### config.mk
export PLATFORM = sky130hd
export DESIGN_NAME = link_ctrl_top
export DESIGN_NICKNAME = d
export VERILOG_FILES = /design/src/rtl/lc_pkg.sv /design/src/rtl/slot_timer.sv /design/src/rtl/lc_regs.sv /design/src/rtl/page_scan_window.sv /design/src/rtl/page_resp_fsm.sv /design/src/rtl/link_ctrl_top.sv
export SDC_FILE = /design/constraint.sdc
export NUM_CORES = 1
export LEC_CHECK = 0
export BUFFER_PORTS_ARGS = -buffer_cell sky130_fd_sc_hd__buf_2
export CORE_ASPECT_RATIO = 1.25
export CORE_MARGIN = 1.5
export CORE_UTILIZATION = 55
export CTS_CLUSTER_DIAMETER = 200
export DETAILED_ROUTE_END_ITERATION = 10
export PLACE_DENSITY = 0.74
export REMOVE_ABC_BUFFERS = 1
export SYNTH_ARGS = -nofsm -noshare
export SYNTH_HDL_FRONTEND = slang
export SYNTH_SLANG_ARGS = --single-unit
### constraint.sdc
create_clock -name clk_6M -period 4.1 [get_ports clk_6M]
set_clock_uncertainty 0.1 [all_clocks]
set_input_delay 0.82 -clock clk_6M [delete_from_list [all_inputs] [get_ports clk_6M]]
set_output_delay 0.82 -clock clk_6M [all_outputs]
set_load 0.01 [all_outputs]
### src/rtl/lc_pkg.sv
// shared definitions for the slave page-scan link controller
// state codes are fixed because the status register exposes them
package lc_pkg;

  // controller states
  typedef enum logic [3:0] {
    st_standby          = 4'd0,
    st_page_scan        = 4'd1,
    st_scan_1more       = 4'd2,
    st_resp_txid        = 4'd3,
    st_resp_rxfhs       = 4'd4,
    st_resp_fhsdone     = 4'd5,
    st_resp_ackfhs      = 4'd6,
    st_newslave         = 4'd7,
    st_newslave_ackpoll = 4'd8,
    st_conn_active      = 4'd9
  } lc_state_e;

  ////////////////////////////////////////////////////////////
  // timing
  localparam int CLK_PER_US         = 6;     // clk_6M cycles per us
  localparam int US_PER_SLOT        = 625;
  localparam int US_PER_HALF_SLOT   = 312;
  localparam int PAGE_RESP_TO_SLOTS = 8;     // slots in resp_rxfhs
  localparam int NEWCONN_TO_SLOTS   = 32;    // slots in newslave
  localparam int SLOT_CNT_W         = 16;

  ////////////////////////////////////////////////////////////
  // register map
  localparam int AXI_ADDR_W = 5;
  localparam int AXI_DATA_W = 32;

  localparam logic [AXI_ADDR_W-1:0] REG_CTRL     = 5'h00;
  localparam logic [AXI_ADDR_W-1:0] REG_INTERVAL = 5'h04;
  localparam logic [AXI_ADDR_W-1:0] REG_WINDOW   = 5'h08;
  localparam logic [AXI_ADDR_W-1:0] REG_STATUS   = 5'h0C;

  localparam logic [SLOT_CNT_W-1:0] INTERVAL_RST = 16'd8;
  localparam logic [SLOT_CNT_W-1:0] WINDOW_RST   = 16'd2;
  localparam logic [1:0]            AXI_RESP_OKAY = 2'b00;

endpackage

### src/rtl/slot_timer.sv
// free running slot grid counted from reset release
// not aligned to any master clock so slot edges follow rstz only
`timescale 1ns/100ps
module slot_timer (
  input  logic clk_6M,
  input  logic rstz,
  output logic us_p,
  output logic slot_p,
  output logic half_slot_p
);
  import lc_pkg::*;

  logic [2:0] pre_cnt;  // cycles within the us
  logic [9:0] us_cnt;   // us within the slot

  always_ff @(posedge clk_6M or negedge rstz)
  begin
    if (!rstz)
      pre_cnt <= '0;
    else if (us_p)
      pre_cnt <= '0;
    else
      pre_cnt <= pre_cnt + 3'd1;
  end

  always_ff @(posedge clk_6M or negedge rstz)
  begin
    if (!rstz)
      us_cnt <= '0;
    else if (slot_p)
      us_cnt <= '0;  // wrap at slot end
    else if (us_p)
      us_cnt <= us_cnt + 10'd1;
  end

  assign us_p        = (pre_cnt == 3'(CLK_PER_US - 1));
  assign slot_p      = us_p && (us_cnt == 10'(US_PER_SLOT - 1));
  assign half_slot_p = us_p && (us_cnt == 10'(US_PER_HALF_SLOT - 1));

  // both pulses come off one counter so they must never coincide
  a_slot_half_apart: assert property (
    @(posedge clk_6M) disable iff (!rstz) !(slot_p && half_slot_p));

endmodule

### src/rtl/lc_regs.sv
// AXI4-Lite register block for page-scan setup and status
// one write and one read outstanding at most and no byte strobes
// every access answers OKAY and unmapped reads return zero
`timescale 1ns/100ps
module lc_regs (
  input  logic                          clk_6M,
  input  logic                          rstz,
  input  logic [lc_pkg::AXI_ADDR_W-1:0] s_axil_awaddr,
  input  logic                          s_axil_awvalid,
  output logic                          s_axil_awready,
  input  logic [lc_pkg::AXI_DATA_W-1:0] s_axil_wdata,
  input  logic                          s_axil_wvalid,
  output logic                          s_axil_wready,
  output logic [1:0]                    s_axil_bresp,
  output logic                          s_axil_bvalid,
  input  logic                          s_axil_bready,
  input  logic [lc_pkg::AXI_ADDR_W-1:0] s_axil_araddr,
  input  logic                          s_axil_arvalid,
  output logic                          s_axil_arready,
  output logic [lc_pkg::AXI_DATA_W-1:0] s_axil_rdata,
  output logic [1:0]                    s_axil_rresp,
  output logic                          s_axil_rvalid,
  input  logic                          s_axil_rready,
  input  lc_pkg::lc_state_e             state,
  input  logic                          conn_done_p,
  output logic [lc_pkg::SLOT_CNT_W-1:0] scan_interval,
  output logic [lc_pkg::SLOT_CNT_W-1:0] scan_window,
  output logic                          scan_en
);
  import lc_pkg::*;

  logic                  aw_got, w_got;  // half of a write already taken
  logic [AXI_ADDR_W-1:0] awaddr_q;
  logic [AXI_DATA_W-1:0] wdata_q;
  logic                  aw_fire, w_fire, ar_fire, wr_do;
  logic                  aw_got_n, w_got_n, bvalid_n, rvalid_n;
  logic [AXI_ADDR_W-1:0] wr_addr;
  logic [AXI_DATA_W-1:0] wr_data, rd_word;

  ////////////////////////////////////////////////////////////
  // write channel
  assign aw_fire = s_axil_awvalid && s_axil_awready;
  assign w_fire  = s_axil_wvalid && s_axil_wready;
  assign wr_do   = (aw_got || aw_fire) && (w_got || w_fire);
  assign wr_addr = aw_got ? awaddr_q : s_axil_awaddr;
  assign wr_data = w_got ? wdata_q : s_axil_wdata;

  assign aw_got_n = !wr_do && (aw_got || aw_fire);
  assign w_got_n  = !wr_do && (w_got || w_fire);
  assign bvalid_n = wr_do || (s_axil_bvalid && !s_axil_bready);

  always_ff @(posedge clk_6M or negedge rstz)
  begin
    if (!rstz)
    begin
      aw_got         <= 1'b0;
      w_got          <= 1'b0;
      s_axil_bvalid  <= 1'b0;
      s_axil_awready <= 1'b0;
      s_axil_wready  <= 1'b0;
    end
    else
    begin
      aw_got         <= aw_got_n;
      w_got          <= w_got_n;
      s_axil_bvalid  <= bvalid_n;
      s_axil_awready <= !aw_got_n && !bvalid_n;  // hold off while b waits
      s_axil_wready  <= !w_got_n && !bvalid_n;
    end
  end

  always_ff @(posedge clk_6M)
  begin
    if (aw_fire)
      awaddr_q <= s_axil_awaddr;
    if (w_fire)
      wdata_q <= s_axil_wdata;
  end

  // config registers
  always_ff @(posedge clk_6M or negedge rstz)
  begin
    if (!rstz)
    begin
      scan_interval <= INTERVAL_RST;
      scan_window   <= WINDOW_RST;
      scan_en       <= 1'b0;
    end
    else
    begin
      if (wr_do && wr_addr == REG_INTERVAL)
        scan_interval <= wr_data[SLOT_CNT_W-1:0];
      if (wr_do && wr_addr == REG_WINDOW)
        scan_window <= wr_data[SLOT_CNT_W-1:0];
      if (wr_do && wr_addr == REG_CTRL && wr_data[0])
        scan_en <= 1'b1;                            // enable beats cancel
      else if ((wr_do && wr_addr == REG_CTRL && wr_data[1]) || conn_done_p)
        scan_en <= 1'b0;
    end
  end

  ////////////////////////////////////////////////////////////
  // read channel
  assign ar_fire  = s_axil_arvalid && s_axil_arready;
  assign rvalid_n = ar_fire || (s_axil_rvalid && !s_axil_rready);

  always_comb
  begin
    rd_word = '0;
    case (s_axil_araddr)
      REG_INTERVAL: rd_word[SLOT_CNT_W-1:0] = scan_interval;
      REG_WINDOW:   rd_word[SLOT_CNT_W-1:0] = scan_window;
      REG_STATUS:   rd_word[4:0] = {scan_en, state};
      default:      rd_word = '0;  // ctrl is write only
    endcase
  end

  always_ff @(posedge clk_6M or negedge rstz)
  begin
    if (!rstz)
    begin
      s_axil_rvalid  <= 1'b0;
      s_axil_arready <= 1'b0;
    end
    else
    begin
      s_axil_rvalid  <= rvalid_n;
      s_axil_arready <= !rvalid_n;
    end
  end

  always_ff @(posedge clk_6M)
  begin
    if (ar_fire)
      s_axil_rdata <= rd_word;
  end

  assign s_axil_bresp = AXI_RESP_OKAY;
  assign s_axil_rresp = AXI_RESP_OKAY;

  a_bvalid_hold: assert property (
    @(posedge clk_6M) disable iff (!rstz)
    s_axil_bvalid && !s_axil_bready |=> s_axil_bvalid);

endmodule

### src/rtl/page_scan_window.sv
// page-scan window timing in whole slots
// a window of length 0 still opens for one slot
`timescale 1ns/100ps
module page_scan_window (
  input  logic                          clk_6M,
  input  logic                          rstz,
  input  logic                          slot_p,
  input  logic                          scan_en,
  input  logic [lc_pkg::SLOT_CNT_W-1:0] scan_interval,
  input  logic [lc_pkg::SLOT_CNT_W-1:0] scan_window,
  input  logic                          extra_win_req,
  output logic                          scan_win
);
  import lc_pkg::*;

  logic                  running;     // interval grid started
  logic [SLOT_CNT_W-1:0] int_cnt;     // slots since window start
  logic [SLOT_CNT_W-1:0] win_cnt;     // slots the window has been open
  logic                  reg_win;
  logic                  extra_pend;
  logic [SLOT_CNT_W-1:0] extra_left;  // slots left in the extra window
  logic                  win_start;

  assign win_start = slot_p && scan_en && (!running || int_cnt == scan_interval - 1'b1);

  ////////////////////////////////////////////////////////////
  // periodic windows
  always_ff @(posedge clk_6M or negedge rstz)
  begin
    if (!rstz)
    begin
      running <= 1'b0;
      int_cnt <= '0;
      win_cnt <= '0;
      reg_win <= 1'b0;
    end
    else if (slot_p)
    begin
      if (!scan_en)
      begin
        running <= 1'b0;  // cancel closes on this slot
        reg_win <= 1'b0;
      end
      else if (win_start)
      begin
        running <= 1'b1;
        int_cnt <= '0;
        win_cnt <= {{(SLOT_CNT_W-1){1'b0}}, 1'b1};
        reg_win <= 1'b1;
      end
      else
      begin
        int_cnt <= int_cnt + 1'b1;
        if (reg_win && win_cnt >= scan_window)
          reg_win <= 1'b0;
        else if (reg_win)
          win_cnt <= win_cnt + 1'b1;
      end
    end
  end

  // one extra window after a response timeout
  always_ff @(posedge clk_6M or negedge rstz)
  begin
    if (!rstz)
    begin
      extra_pend <= 1'b0;
      extra_left <= '0;
    end
    else if (slot_p && (extra_pend || extra_win_req))
    begin
      extra_pend <= 1'b0;
      extra_left <= scan_window;
    end
    else
    begin
      if (extra_win_req)
        extra_pend <= 1'b1;
      if (slot_p && extra_left != '0)
        extra_left <= extra_left - 1'b1;
    end
  end

  assign scan_win = reg_win || (extra_left != '0);

  // a window only opens when enabled or on an extra request
  a_win_cause: assert property (
    @(posedge clk_6M) disable iff (!rstz)
    $rose(scan_win) |-> $past(scan_en || extra_win_req || extra_pend));

endmodule

### src/rtl/page_resp_fsm.sv
// slave page response and new connection sequencing
// connection is left only through reset
// corr_hit fhs_good and poll_rx are single cycle pulses
`timescale 1ns/100ps
module page_resp_fsm (
  input  logic              clk_6M,
  input  logic              rstz,
  input  logic              slot_p,
  input  logic              half_slot_p,
  input  logic              scan_win,
  input  logic              scan_en,
  input  logic              corr_hit,
  input  logic              fhs_good,
  input  logic              poll_rx,
  output lc_pkg::lc_state_e state,
  output logic              ps,
  output logic              spr,
  output logic              conns,
  output logic              tx_start_p,
  output logic              extra_win_req,
  output logic              conn_done_p
);
  import lc_pkg::*;

  lc_state_e  next_state;
  logic       hit_q;     // id seen in the open window
  logic       poll_q;    // poll seen in newslave
  logic [5:0] to_cnt;    // slots in rxfhs or newslave
  logic       hit_now, poll_now, resp_to, conn_to;

  assign hit_now  = hit_q || (corr_hit && scan_win);
  assign poll_now = poll_q || poll_rx;
  assign resp_to  = slot_p && (to_cnt == 6'(PAGE_RESP_TO_SLOTS - 1));
  assign conn_to  = slot_p && (to_cnt == 6'(NEWCONN_TO_SLOTS - 1));

  ////////////////////////////////////////////////////////////
  // next state and pulse outputs
  always_comb
  begin
    next_state    = state;
    tx_start_p    = 1'b0;
    extra_win_req = 1'b0;
    conn_done_p   = 1'b0;
    case (state)
      st_standby:
        if (scan_win)
          next_state = st_page_scan;
      st_page_scan, st_scan_1more:
        if (slot_p && hit_now)
        begin
          next_state = st_resp_txid;
          tx_start_p = 1'b1;               // id reply
        end
        else if (!scan_win)
          next_state = st_standby;
      st_resp_txid:
        if (half_slot_p)
          next_state = st_resp_rxfhs;
      st_resp_rxfhs:
        if (fhs_good)
          next_state = st_resp_fhsdone;
        else if (resp_to)
        begin
          next_state    = st_scan_1more;
          extra_win_req = 1'b1;
        end
      st_resp_fhsdone:
        if (slot_p)
        begin
          next_state = st_resp_ackfhs;
          tx_start_p = 1'b1;               // id as fhs ack
        end
      st_resp_ackfhs:
        if (slot_p)
        begin
          next_state  = st_newslave;
          conn_done_p = 1'b1;
        end
      st_newslave:
        if (slot_p && poll_now)
        begin
          next_state = st_newslave_ackpoll;
          tx_start_p = 1'b1;               // null for the poll
        end
        else if (conn_to)
          next_state = st_page_scan;
      st_newslave_ackpoll:
        if (slot_p)
          next_state = st_conn_active;
      st_conn_active:
        next_state = st_conn_active;
      default:
        next_state = st_standby;
    endcase
  end

  always_ff @(posedge clk_6M or negedge rstz)
  begin
    if (!rstz)
      state <= st_standby;
    else
      state <= next_state;
  end

  // shared timeout counter
  always_ff @(posedge clk_6M or negedge rstz)
  begin
    if (!rstz)
      to_cnt <= '0;
    else if (state != next_state)
      to_cnt <= '0;
    else if (slot_p && (state == st_resp_rxfhs || state == st_newslave))
      to_cnt <= to_cnt + 6'd1;
  end

  always_ff @(posedge clk_6M or negedge rstz)
  begin
    if (!rstz)
    begin
      hit_q  <= 1'b0;
      poll_q <= 1'b0;
    end
    else
    begin
      if (!ps)
        hit_q <= 1'b0;
      else if (corr_hit && scan_win && scan_en)
        hit_q <= 1'b1;
      else if (corr_hit && scan_win && state == st_scan_1more)
        hit_q <= 1'b1;                     // extra window ignores scan_en
      if (state != st_newslave)
        poll_q <= 1'b0;
      else if (poll_rx)
        poll_q <= 1'b1;
    end
  end

  ////////////////////////////////////////////////////////////
  // grouped state flags
  assign ps    = (state == st_page_scan) || (state == st_scan_1more);
  assign spr   = (state == st_resp_txid) || (state == st_resp_rxfhs) ||
                 (state == st_resp_fhsdone) || (state == st_resp_ackfhs);
  assign conns = (state == st_newslave) || (state == st_newslave_ackpoll) ||
                 (state == st_conn_active);

  a_one_group: assert property (
    @(posedge clk_6M) disable iff (!rstz) $onehot0({ps, spr, conns}));

endmodule

### src/rtl/link_ctrl_top.sv
// slave link controller top with AXI4-Lite setup port
// correlator hit fhs decode and poll detect arrive as pulses
`timescale 1ns/100ps
module link_ctrl_top (
  input  logic                          clk_6M,
  input  logic                          rstz,
  input  logic [lc_pkg::AXI_ADDR_W-1:0] s_axil_awaddr,
  input  logic                          s_axil_awvalid,
  output logic                          s_axil_awready,
  input  logic [lc_pkg::AXI_DATA_W-1:0] s_axil_wdata,
  input  logic                          s_axil_wvalid,
  output logic                          s_axil_wready,
  output logic [1:0]                    s_axil_bresp,
  output logic                          s_axil_bvalid,
  input  logic                          s_axil_bready,
  input  logic [lc_pkg::AXI_ADDR_W-1:0] s_axil_araddr,
  input  logic                          s_axil_arvalid,
  output logic                          s_axil_arready,
  output logic [lc_pkg::AXI_DATA_W-1:0] s_axil_rdata,
  output logic [1:0]                    s_axil_rresp,
  output logic                          s_axil_rvalid,
  input  logic                          s_axil_rready,
  input  logic                          corr_hit,
  input  logic                          fhs_good,
  input  logic                          poll_rx,
  output logic                          ps,
  output logic                          spr,
  output logic                          conns,
  output logic                          tx_start_p
);
  import lc_pkg::*;

  logic                  slot_p, half_slot_p;
  logic [SLOT_CNT_W-1:0] scan_interval, scan_window;
  logic                  scan_en, scan_win;
  logic                  extra_win_req, conn_done_p;
  lc_state_e             state;

  slot_timer i_slot_timer (
    .clk_6M, .rstz,
    .us_p        (),  // us grid not needed by the slave path
    .slot_p, .half_slot_p
  );

  lc_regs i_lc_regs (
    .clk_6M, .rstz,
    .s_axil_awaddr, .s_axil_awvalid, .s_axil_awready,
    .s_axil_wdata, .s_axil_wvalid, .s_axil_wready,
    .s_axil_bresp, .s_axil_bvalid, .s_axil_bready,
    .s_axil_araddr, .s_axil_arvalid, .s_axil_arready,
    .s_axil_rdata, .s_axil_rresp, .s_axil_rvalid, .s_axil_rready,
    .state, .conn_done_p,
    .scan_interval, .scan_window, .scan_en
  );

  page_scan_window i_page_scan_window (
    .clk_6M, .rstz, .slot_p, .scan_en,
    .scan_interval, .scan_window, .extra_win_req, .scan_win
  );

  page_resp_fsm i_page_resp_fsm (
    .clk_6M, .rstz, .slot_p, .half_slot_p, .scan_win, .scan_en,
    .corr_hit, .fhs_good, .poll_rx,
    .state, .ps, .spr, .conns, .tx_start_p, .extra_win_req, .conn_done_p
  );

endmodule

# [After elaboration in Yosys (flattened, before gate mapping)]
# Index checks and enable logic that the tools add are counted.
[word_totals] out_inout_bits=45 word_cells=178 register_bits=153 inputBits=52
[op_classes] n_lt_le_gt_ge=1 reduce_logical=70 addsub=7 eq_ne=26 muxes=49
[ops] cell="$mux W16" n=7
[ops] cell="$mux W4" n=11
[ops] cell="$pmux W4 S9" n=1
[ops] cell="$add A16 B1 Y16 const B" n=2
[ops] cell="$sub A16 B1 Y16 const B" n=2
[ops] cell="$logic_and A1 B1 Y1" n=30
[ops] cell="$pmux W11 S2" n=1
[ops] cell="$mux W1" n=21
[ops] cell="$mux W10" n=2
[ops] cell="$logic_or A1 B1 Y1" n=17
[ops] cell="$eq A16 B16 Y1" n=1
[ops] cell="$eq A4 B3 Y1 const B" n=4
[ops] cell="$ge A16 B16 Y1" n=1
[ops] cell="$reduce_bool A16 Y1" n=1
[ops] cell="$eq A5 B4 Y1 const B" n=3
[ops] cell="$pmux W5 S3" n=1
[ops] cell="$reduce_bool A2 Y1" n=7
[ops] cell="$mux W6" n=2
[ops] cell="$add A10 B1 Y10 const B" n=1
[ops] cell="$eq A10 B10 Y1 const B" n=1
[ops] cell="$eq A10 B9 Y1 const B" n=1
[ops] cell="$eq A5 B3 Y1 const B" n=2
[ops] cell="$eq A4 B2 Y1 const B" n=2
[ops] cell="$eq A4 B4 Y1 const B" n=2
[ops] cell="other kinds (19)" n=30

# [Longest topological paths before layout]
[logic_depth] ltp_word=9 depth_mapped=11 depth_no_buf=9

# [Cells and area by module]
# Synthesis repeated with hierarchy kept, for this count alone.
[hier_totals] hier_cells=812 area_unflattened_um2=8659.6
[by_module_without_submodules] mod="page_scan_window" seq_area_each_um2=1276.2 area_per_inst_um2=3567.2 instances=1 cells_each=419
[by_module_without_submodules] mod="lc_regs" seq_area_each_um2=2114.5 area_per_inst_um2=3414.5 instances=1 cells_each=213
[by_module_without_submodules] mod="page_resp_fsm" seq_area_each_um2=300.3 area_per_inst_um2=974.7 instances=1 cells_each=111
[by_module_without_submodules] mod="slot_timer" seq_area_each_um2=325.3 area_per_inst_um2=703.2 instances=1 cells_each=69

# [Worst setup path after synthesis]
# No wires, ideal clock.
[synth_timing] kind="flip-flop to flip-flop" start="reg i_lc_regs.scan_interval[0] in the netlist's numbering" end="reg i_page_scan_window.win_cnt[9]" path_slack_ns=0.944 path_buffers=2 setup_time_ns=0.134 synth_period_minus_slack_ns=3.156 t_arrival_ns=2.922 path_stages_with_launch=12 required_ns=3.866 cell_sequence="dfrtp_1 inv_1 ha_1 nor4b_1 nand2b_1 xnor2_1 or4_1 o41ai_4 and2_1 buf_6 buf_12 a21oi_2"
[synth_via] elab_chain_len=6 word_cells_on_any_way=8 classes_between="add/sub (1); eq/ne (2); mux (1); reduce/logical (4)"
[synth_lines] element="from (decl)" line_no="lc_regs.sv:26" text="output logic [lc_pkg::SLOT_CNT_W-1:0] scan_interval,"
[synth_lines] element="from (signal assigned)" line_no="lc_regs.sv:92" text="scan_interval <= wr_data[SLOT_CNT_W-1:0];"
[synth_lines] element="$sub A16 B1 Y16 *" line_no="page_scan_window.sv:24" text="assign win_start = slot_p && scan_en && (!running || int_cnt == scan_interval - 1'b1);"
[synth_lines] element="$eq A16 B16 Y1 *" line_no="page_scan_window.sv:24"
[synth_lines] element="$logic_or A1 B1 Y1 *" line_no="page_scan_window.sv:24"
[synth_lines] element="$logic_and A1 B1 Y1 *" line_no="page_scan_window.sv:24"
[synth_lines] element="$ne A2 B1 Y1 (no line) / $reduce_bool A2 Y1 (equally long branches)"
[synth_lines] element="$reduce_and A4 Y1 (no line)"
[synth_lines] element="to (signal assigned)" line_no="page_scan_window.sv:48" text="win_cnt <= {{(SLOT_CNT_W-1){1'b0}}, 1'b1};"
[synth_lines] element="to (signal assigned)" line_no="page_scan_window.sv:57" text="win_cnt <= win_cnt + 1'b1;"
[synth_lines] element="to (decl)" line_no="page_scan_window.sv:18" text="logic [SLOT_CNT_W-1:0] win_cnt;"
# Mark *: on every way between the ends. The rest lies on a longest branch, timed or not.
# A chain may end at the register's enable or synchronous reset.

# [Worst setup path in the final report]
[layout_timing] start="reg i_page_scan_window.extra_left[0]" end="out tx_start_p"
[layout_via] elab_chain_len=7
[layout_lines] element="from (decl)" line_no="page_scan_window.sv:21" text="logic [SLOT_CNT_W-1:0] extra_left;"
[layout_lines] element="from (signal assigned)" line_no="page_scan_window.sv:73" text="extra_left <= scan_window;"
[layout_lines] element="from (signal assigned)" line_no="page_scan_window.sv:80" text="extra_left <= extra_left - 1'b1;"
[layout_lines] element="$reduce_bool A16 Y1" line_no="page_scan_window.sv:84" text="assign scan_win = reg_win || (extra_left != '0);"
[layout_lines] element="$logic_or A1 B1 Y1" line_no="page_scan_window.sv:84"
[layout_lines] element="$logic_and A1 B1 Y1" line_no="page_resp_fsm.sv:31" text="assign hit_now = hit_q || (corr_hit && scan_win);"
[layout_lines] element="$logic_or A1 B1 Y1" line_no="page_resp_fsm.sv:31"
[layout_lines] element="$logic_and A1 B1 Y1" line_no="page_resp_fsm.sv:49" text="if (slot_p && hit_now)"
[layout_lines] element="$mux W1" line_no="page_resp_fsm.sv:49"
[layout_lines] element="$pmux W1 S3" line_no="page_resp_fsm.sv:44" text="case (state)"
[layout_lines] element="to (decl)" line_no="link_ctrl_top.sv:29" text="output logic tx_start_p"
# Every way passes these cells.

==> flow_summary.ini <==
[synth]
synthCells = 880
synth.cell_area_um2 = 8451
yosys_warnings = 0
synth_ff_type = dfrtp_1
ys_seq_elements = 153
synth_edf_count = 37
async_reset_ff_frac = 0.7582
ys_seq_area_frac = 0.4753
synthDistinctLibCells = 70
postSynthAreaPerCell_um2 = 9.603

[timing]
slew_headroom = 0.3927
fin_crit_ns = 3.881
setup_ws_ns = 0.2187
maxSlewViolCount = 0
timing.fmax_ghz = 0.2576
tightest_slew_ns = 0.9075
setup_viol = 0
fin_tns_setup_ns = 0
rsz0062_at_grt = no
finalCritPeriodShare = 0.9467
hold_violations = 0

[critical_path]
reg2reg_slack_ns = 0.76
rr_worst_depth = 12
crit_path_end = tx_start_p
startpoint_type = flip-flop
crit_fanout = 6
rr_endpoint = i_page_scan_window.int_cnt[14]$_DFFE_PN0P_
arrival_ns = 2.96
worst_ep_required_time_ns = 3.18
cp-startpoint = i_page_scan_window.extra_left[0]$_DFFE_PN0P_
worstSetupEndpointType = output port
crit_type = flip-flop to output port
r2r_start = i_lc_regs.scan_interval[0]$_DFFE_PN0P_

[floorplanning]
die_w_um = 113.9
row_count = 50
ioPinCount = 97
start_util = 0.5628
coreArea_um2 = 15010
dieArea_um2 = 16120
fp.dieH_um = 141.6

[grt]
grt_use_total = 0.2495
grt_pass1_wl_um = 31460
use_met3 = 0.04998
grt_max_degree = 59
first_global_vias = 6412
use_met1 = 0.3209
antenna_found_initial = 0
grt.busiest_layer = met2
grtUsageMet2 = 0.4287
gr-total-overflow = 0

[layout]
diodes = 0
fin_util = 0.6282
finish.net_count = 1008
drive_gt1_frac = 0.1344
fin_cells = 1127
syn2layout_area_growth_pct = 11.61

[detailed_routing]
vias = 6563
viasPerCell = 5.823
initialDrtViolationCount = 345
postRouteAntennaNets = 0
drtPass1Iterations = 5
wl_um = 18800
drc = 0
drt-wirelength-per-cell_um = 16.68

[flow_run]
maxCapViolations = 0

[placement]
routabilityCongestion = 0.8839
placedCellCount = 1095
io_buffers = 60
place_ws_ns = 0.6893
dpl.hpwl_um = 13270

[clock_network]
clkLatencyLatePin_ns = 0.43
numCtsBuffers = 17
cts_tree = done
htreeDepth = 4
clock-sinks = 153
root_buffer = clkbuf_16
cts_hold_buf = 0
post_cts_buffers = 0
clock_path_buffers = 2
post_cts_resize_count = 0
clkTransAtPathRegs_ns = 0.06

[power]
totalPowerFinal_w = 0.004930
ir_worst_vdd_v = 0.0004420
power.density_nw_per_um2 = 522.7
p_leak_nw = 4.089

[status]
status = finished, final reports clean

[worst_hold_path]
hold_class = input pin to asynchronous set/reset pin
==> Yosys cell counts (all sizes together) (10+ instances only) <==
cell	count	area, um^2
a21o	12	90.09
a22o	11	96.34
nand3	26	130.1
dfrtp	114	2853
xnor2	33	289.0
nor3	22	110.1
nor2	105	394.1
a21oi	70	387.9
and2	11	68.82
nor2b	10	62.56
edfxtp	37	1111
ha	24	300.3
inv	40	150.1
or4	13	97.59
clkbuf	30	113.9
or3	19	123.9
xor2	17	148.9
buf	29	230.2
mux2i	25	250.2
o21ai	43	215.2
nand4	16	100.1
nand2	73	274.0
==> state kept, by name, summed over array words and instances (netlist names), 3 cells and up <==
register and count:
i_page_scan_window.extra_left 16, i_page_scan_window.win_cnt 16, i_slot_timer.pre_cnt 3, i_page_scan_window.int_cnt 16
i_lc_regs.awaddr_q 5, i_slot_timer.us_cnt 10, i_lc_regs.s_axil_rdata 16, i_lc_regs.scan_window 16
i_page_resp_fsm.state 4, i_lc_regs.scan_interval 16, i_lc_regs.wdata_q 16, i_page_resp_fsm.to_cnt 6
==> placed cells by master (no fill, tap or decap), types with 8 or more instances in the layout <==
| master | netlist | layout |
|---|---|---|
| or3_1 | 18 | 18 |
| and2_1 | 11 | 11 |
| a21oi_1 | 60 | 60 |
| a21o_1 | 12 | 12 |
| or4_1 | 13 | 13 |
| nand2_1 | 73 | 73 |
| buf_4 | 21 | 13 |
| nor3_1 | 22 | 22 |
| nand3_1 | 26 | 26 |
| and3_1 | 8 | 8 |
| o21ai_0 | 42 | 42 |
| nor2_1 | 105 | 103 |
| edfxtp_1 | 37 | 37 |
| ha_1 | 24 | 24 |
| inv_1 | 40 | 40 |
| nor4_1 | 9 | 9 |
| buf_2 | 0 | 59 |
| nand4_1 | 16 | 16 |
| conb_1 | 1 | 20 |
| dfrtp_1 | 114 | 114 |
| nor2b_1 | 10 | 10 |
| clkbuf_16 | 0 | 17 |
| a22o_1 | 11 | 11 |
| xnor2_1 | 33 | 33 |
| a21oi_2 | 10 | 10 |
| mux2i_1 | 25 | 25 |
| xor2_1 | 17 | 17 |
==> cell families (layout without fill, tap and decap cells) <==
family	Yosys count	in the layout	synth area share
other	1	20	0.0004438
adder cells (fa/ha/maj)	24	24	0.03553
buffers and inverters	99	145	0.05848
multiplexers	25	25	0.02961
XOR/XNOR	50	50	0.05182
AO/OA/AOI/OAI	186	186	0.1466
flip-flops	153	153	0.4753
AND/OR/NAND/NOR	342	342	0.2023
==> worst max-delay path: stages (launching register included) <==
cell and delay [ns]:
dfrtp_1 0.44, inv_1 0.11, ha_1 0.15, or4b_2 0.57
or4_1 0.52, o31a_1 0.34, a211oi_1 0.19, nor2_1 0.07
buf_2 0.15
==> power breakdown <==
| group | switching (W) | internal [W] |
|---|---|---|
| Combinational | 0.000655 | 0.000512 |
| Sequential | 0.000320 | 0.00182 |
| Clock | 0.000643 | 0.000980 |
==> layout make-up <==
class                      count  area, um^2
clock inverter                12       161.4
sequential                   153        4016
clock buffer                  20       446.7
fill                        1284        5583
multi-input combinational    647        4016
timing repair buffer          73       412.9
tap                          182       227.7
inverter                      40       150.1
==> stage by stage <==
stage,instance area (um^2),hold WS [ns]
5_1_grt,9432,0.4212
6_report,9432,0.3597
2_1_floorplan,8178,0.3602
3_5_place_dp,8823,0.3945
3_3_place_gp,8823,0.3860
4_1_cts,9432,0.3850
==> metal layers <==
layer  vias up  routed length (um)
li1       3211                   -
met1      3192                8340
met2       141                9483
met3        19                 715
met4         0                 263
met5         -                   0
==> how the worst min path moves through the flow <==
stage / start / endpoint / slack, ns / cells past startpoint
global placement: i_slot_timer.us_cnt[7]$_DFFE_PN0P_ / i_slot_timer.us_cnt[7]$_DFFE_PN0P_ / 0.39 / 1
floorplan: i_slot_timer.pre_cnt[0]$_DFF_PN0_ / i_slot_timer.pre_cnt[0]$_DFF_PN0_ / 0.36 / 1
global route: i_slot_timer.us_cnt[7]$_DFFE_PN0P_ / i_slot_timer.us_cnt[7]$_DFFE_PN0P_ / 0.42 / 1
detailed placement: i_slot_timer.us_cnt[7]$_DFFE_PN0P_ / i_slot_timer.us_cnt[7]$_DFFE_PN0P_ / 0.39 / 1
CTS: rstz / i_slot_timer.pre_cnt[0]$_DFF_PN0_ / 0.39 / 1
finish: rstz / i_slot_timer.pre_cnt[0]$_DFF_PN0_ / 0.36 / 1
No activity file was read; power rests on OpenSTA's default activity.
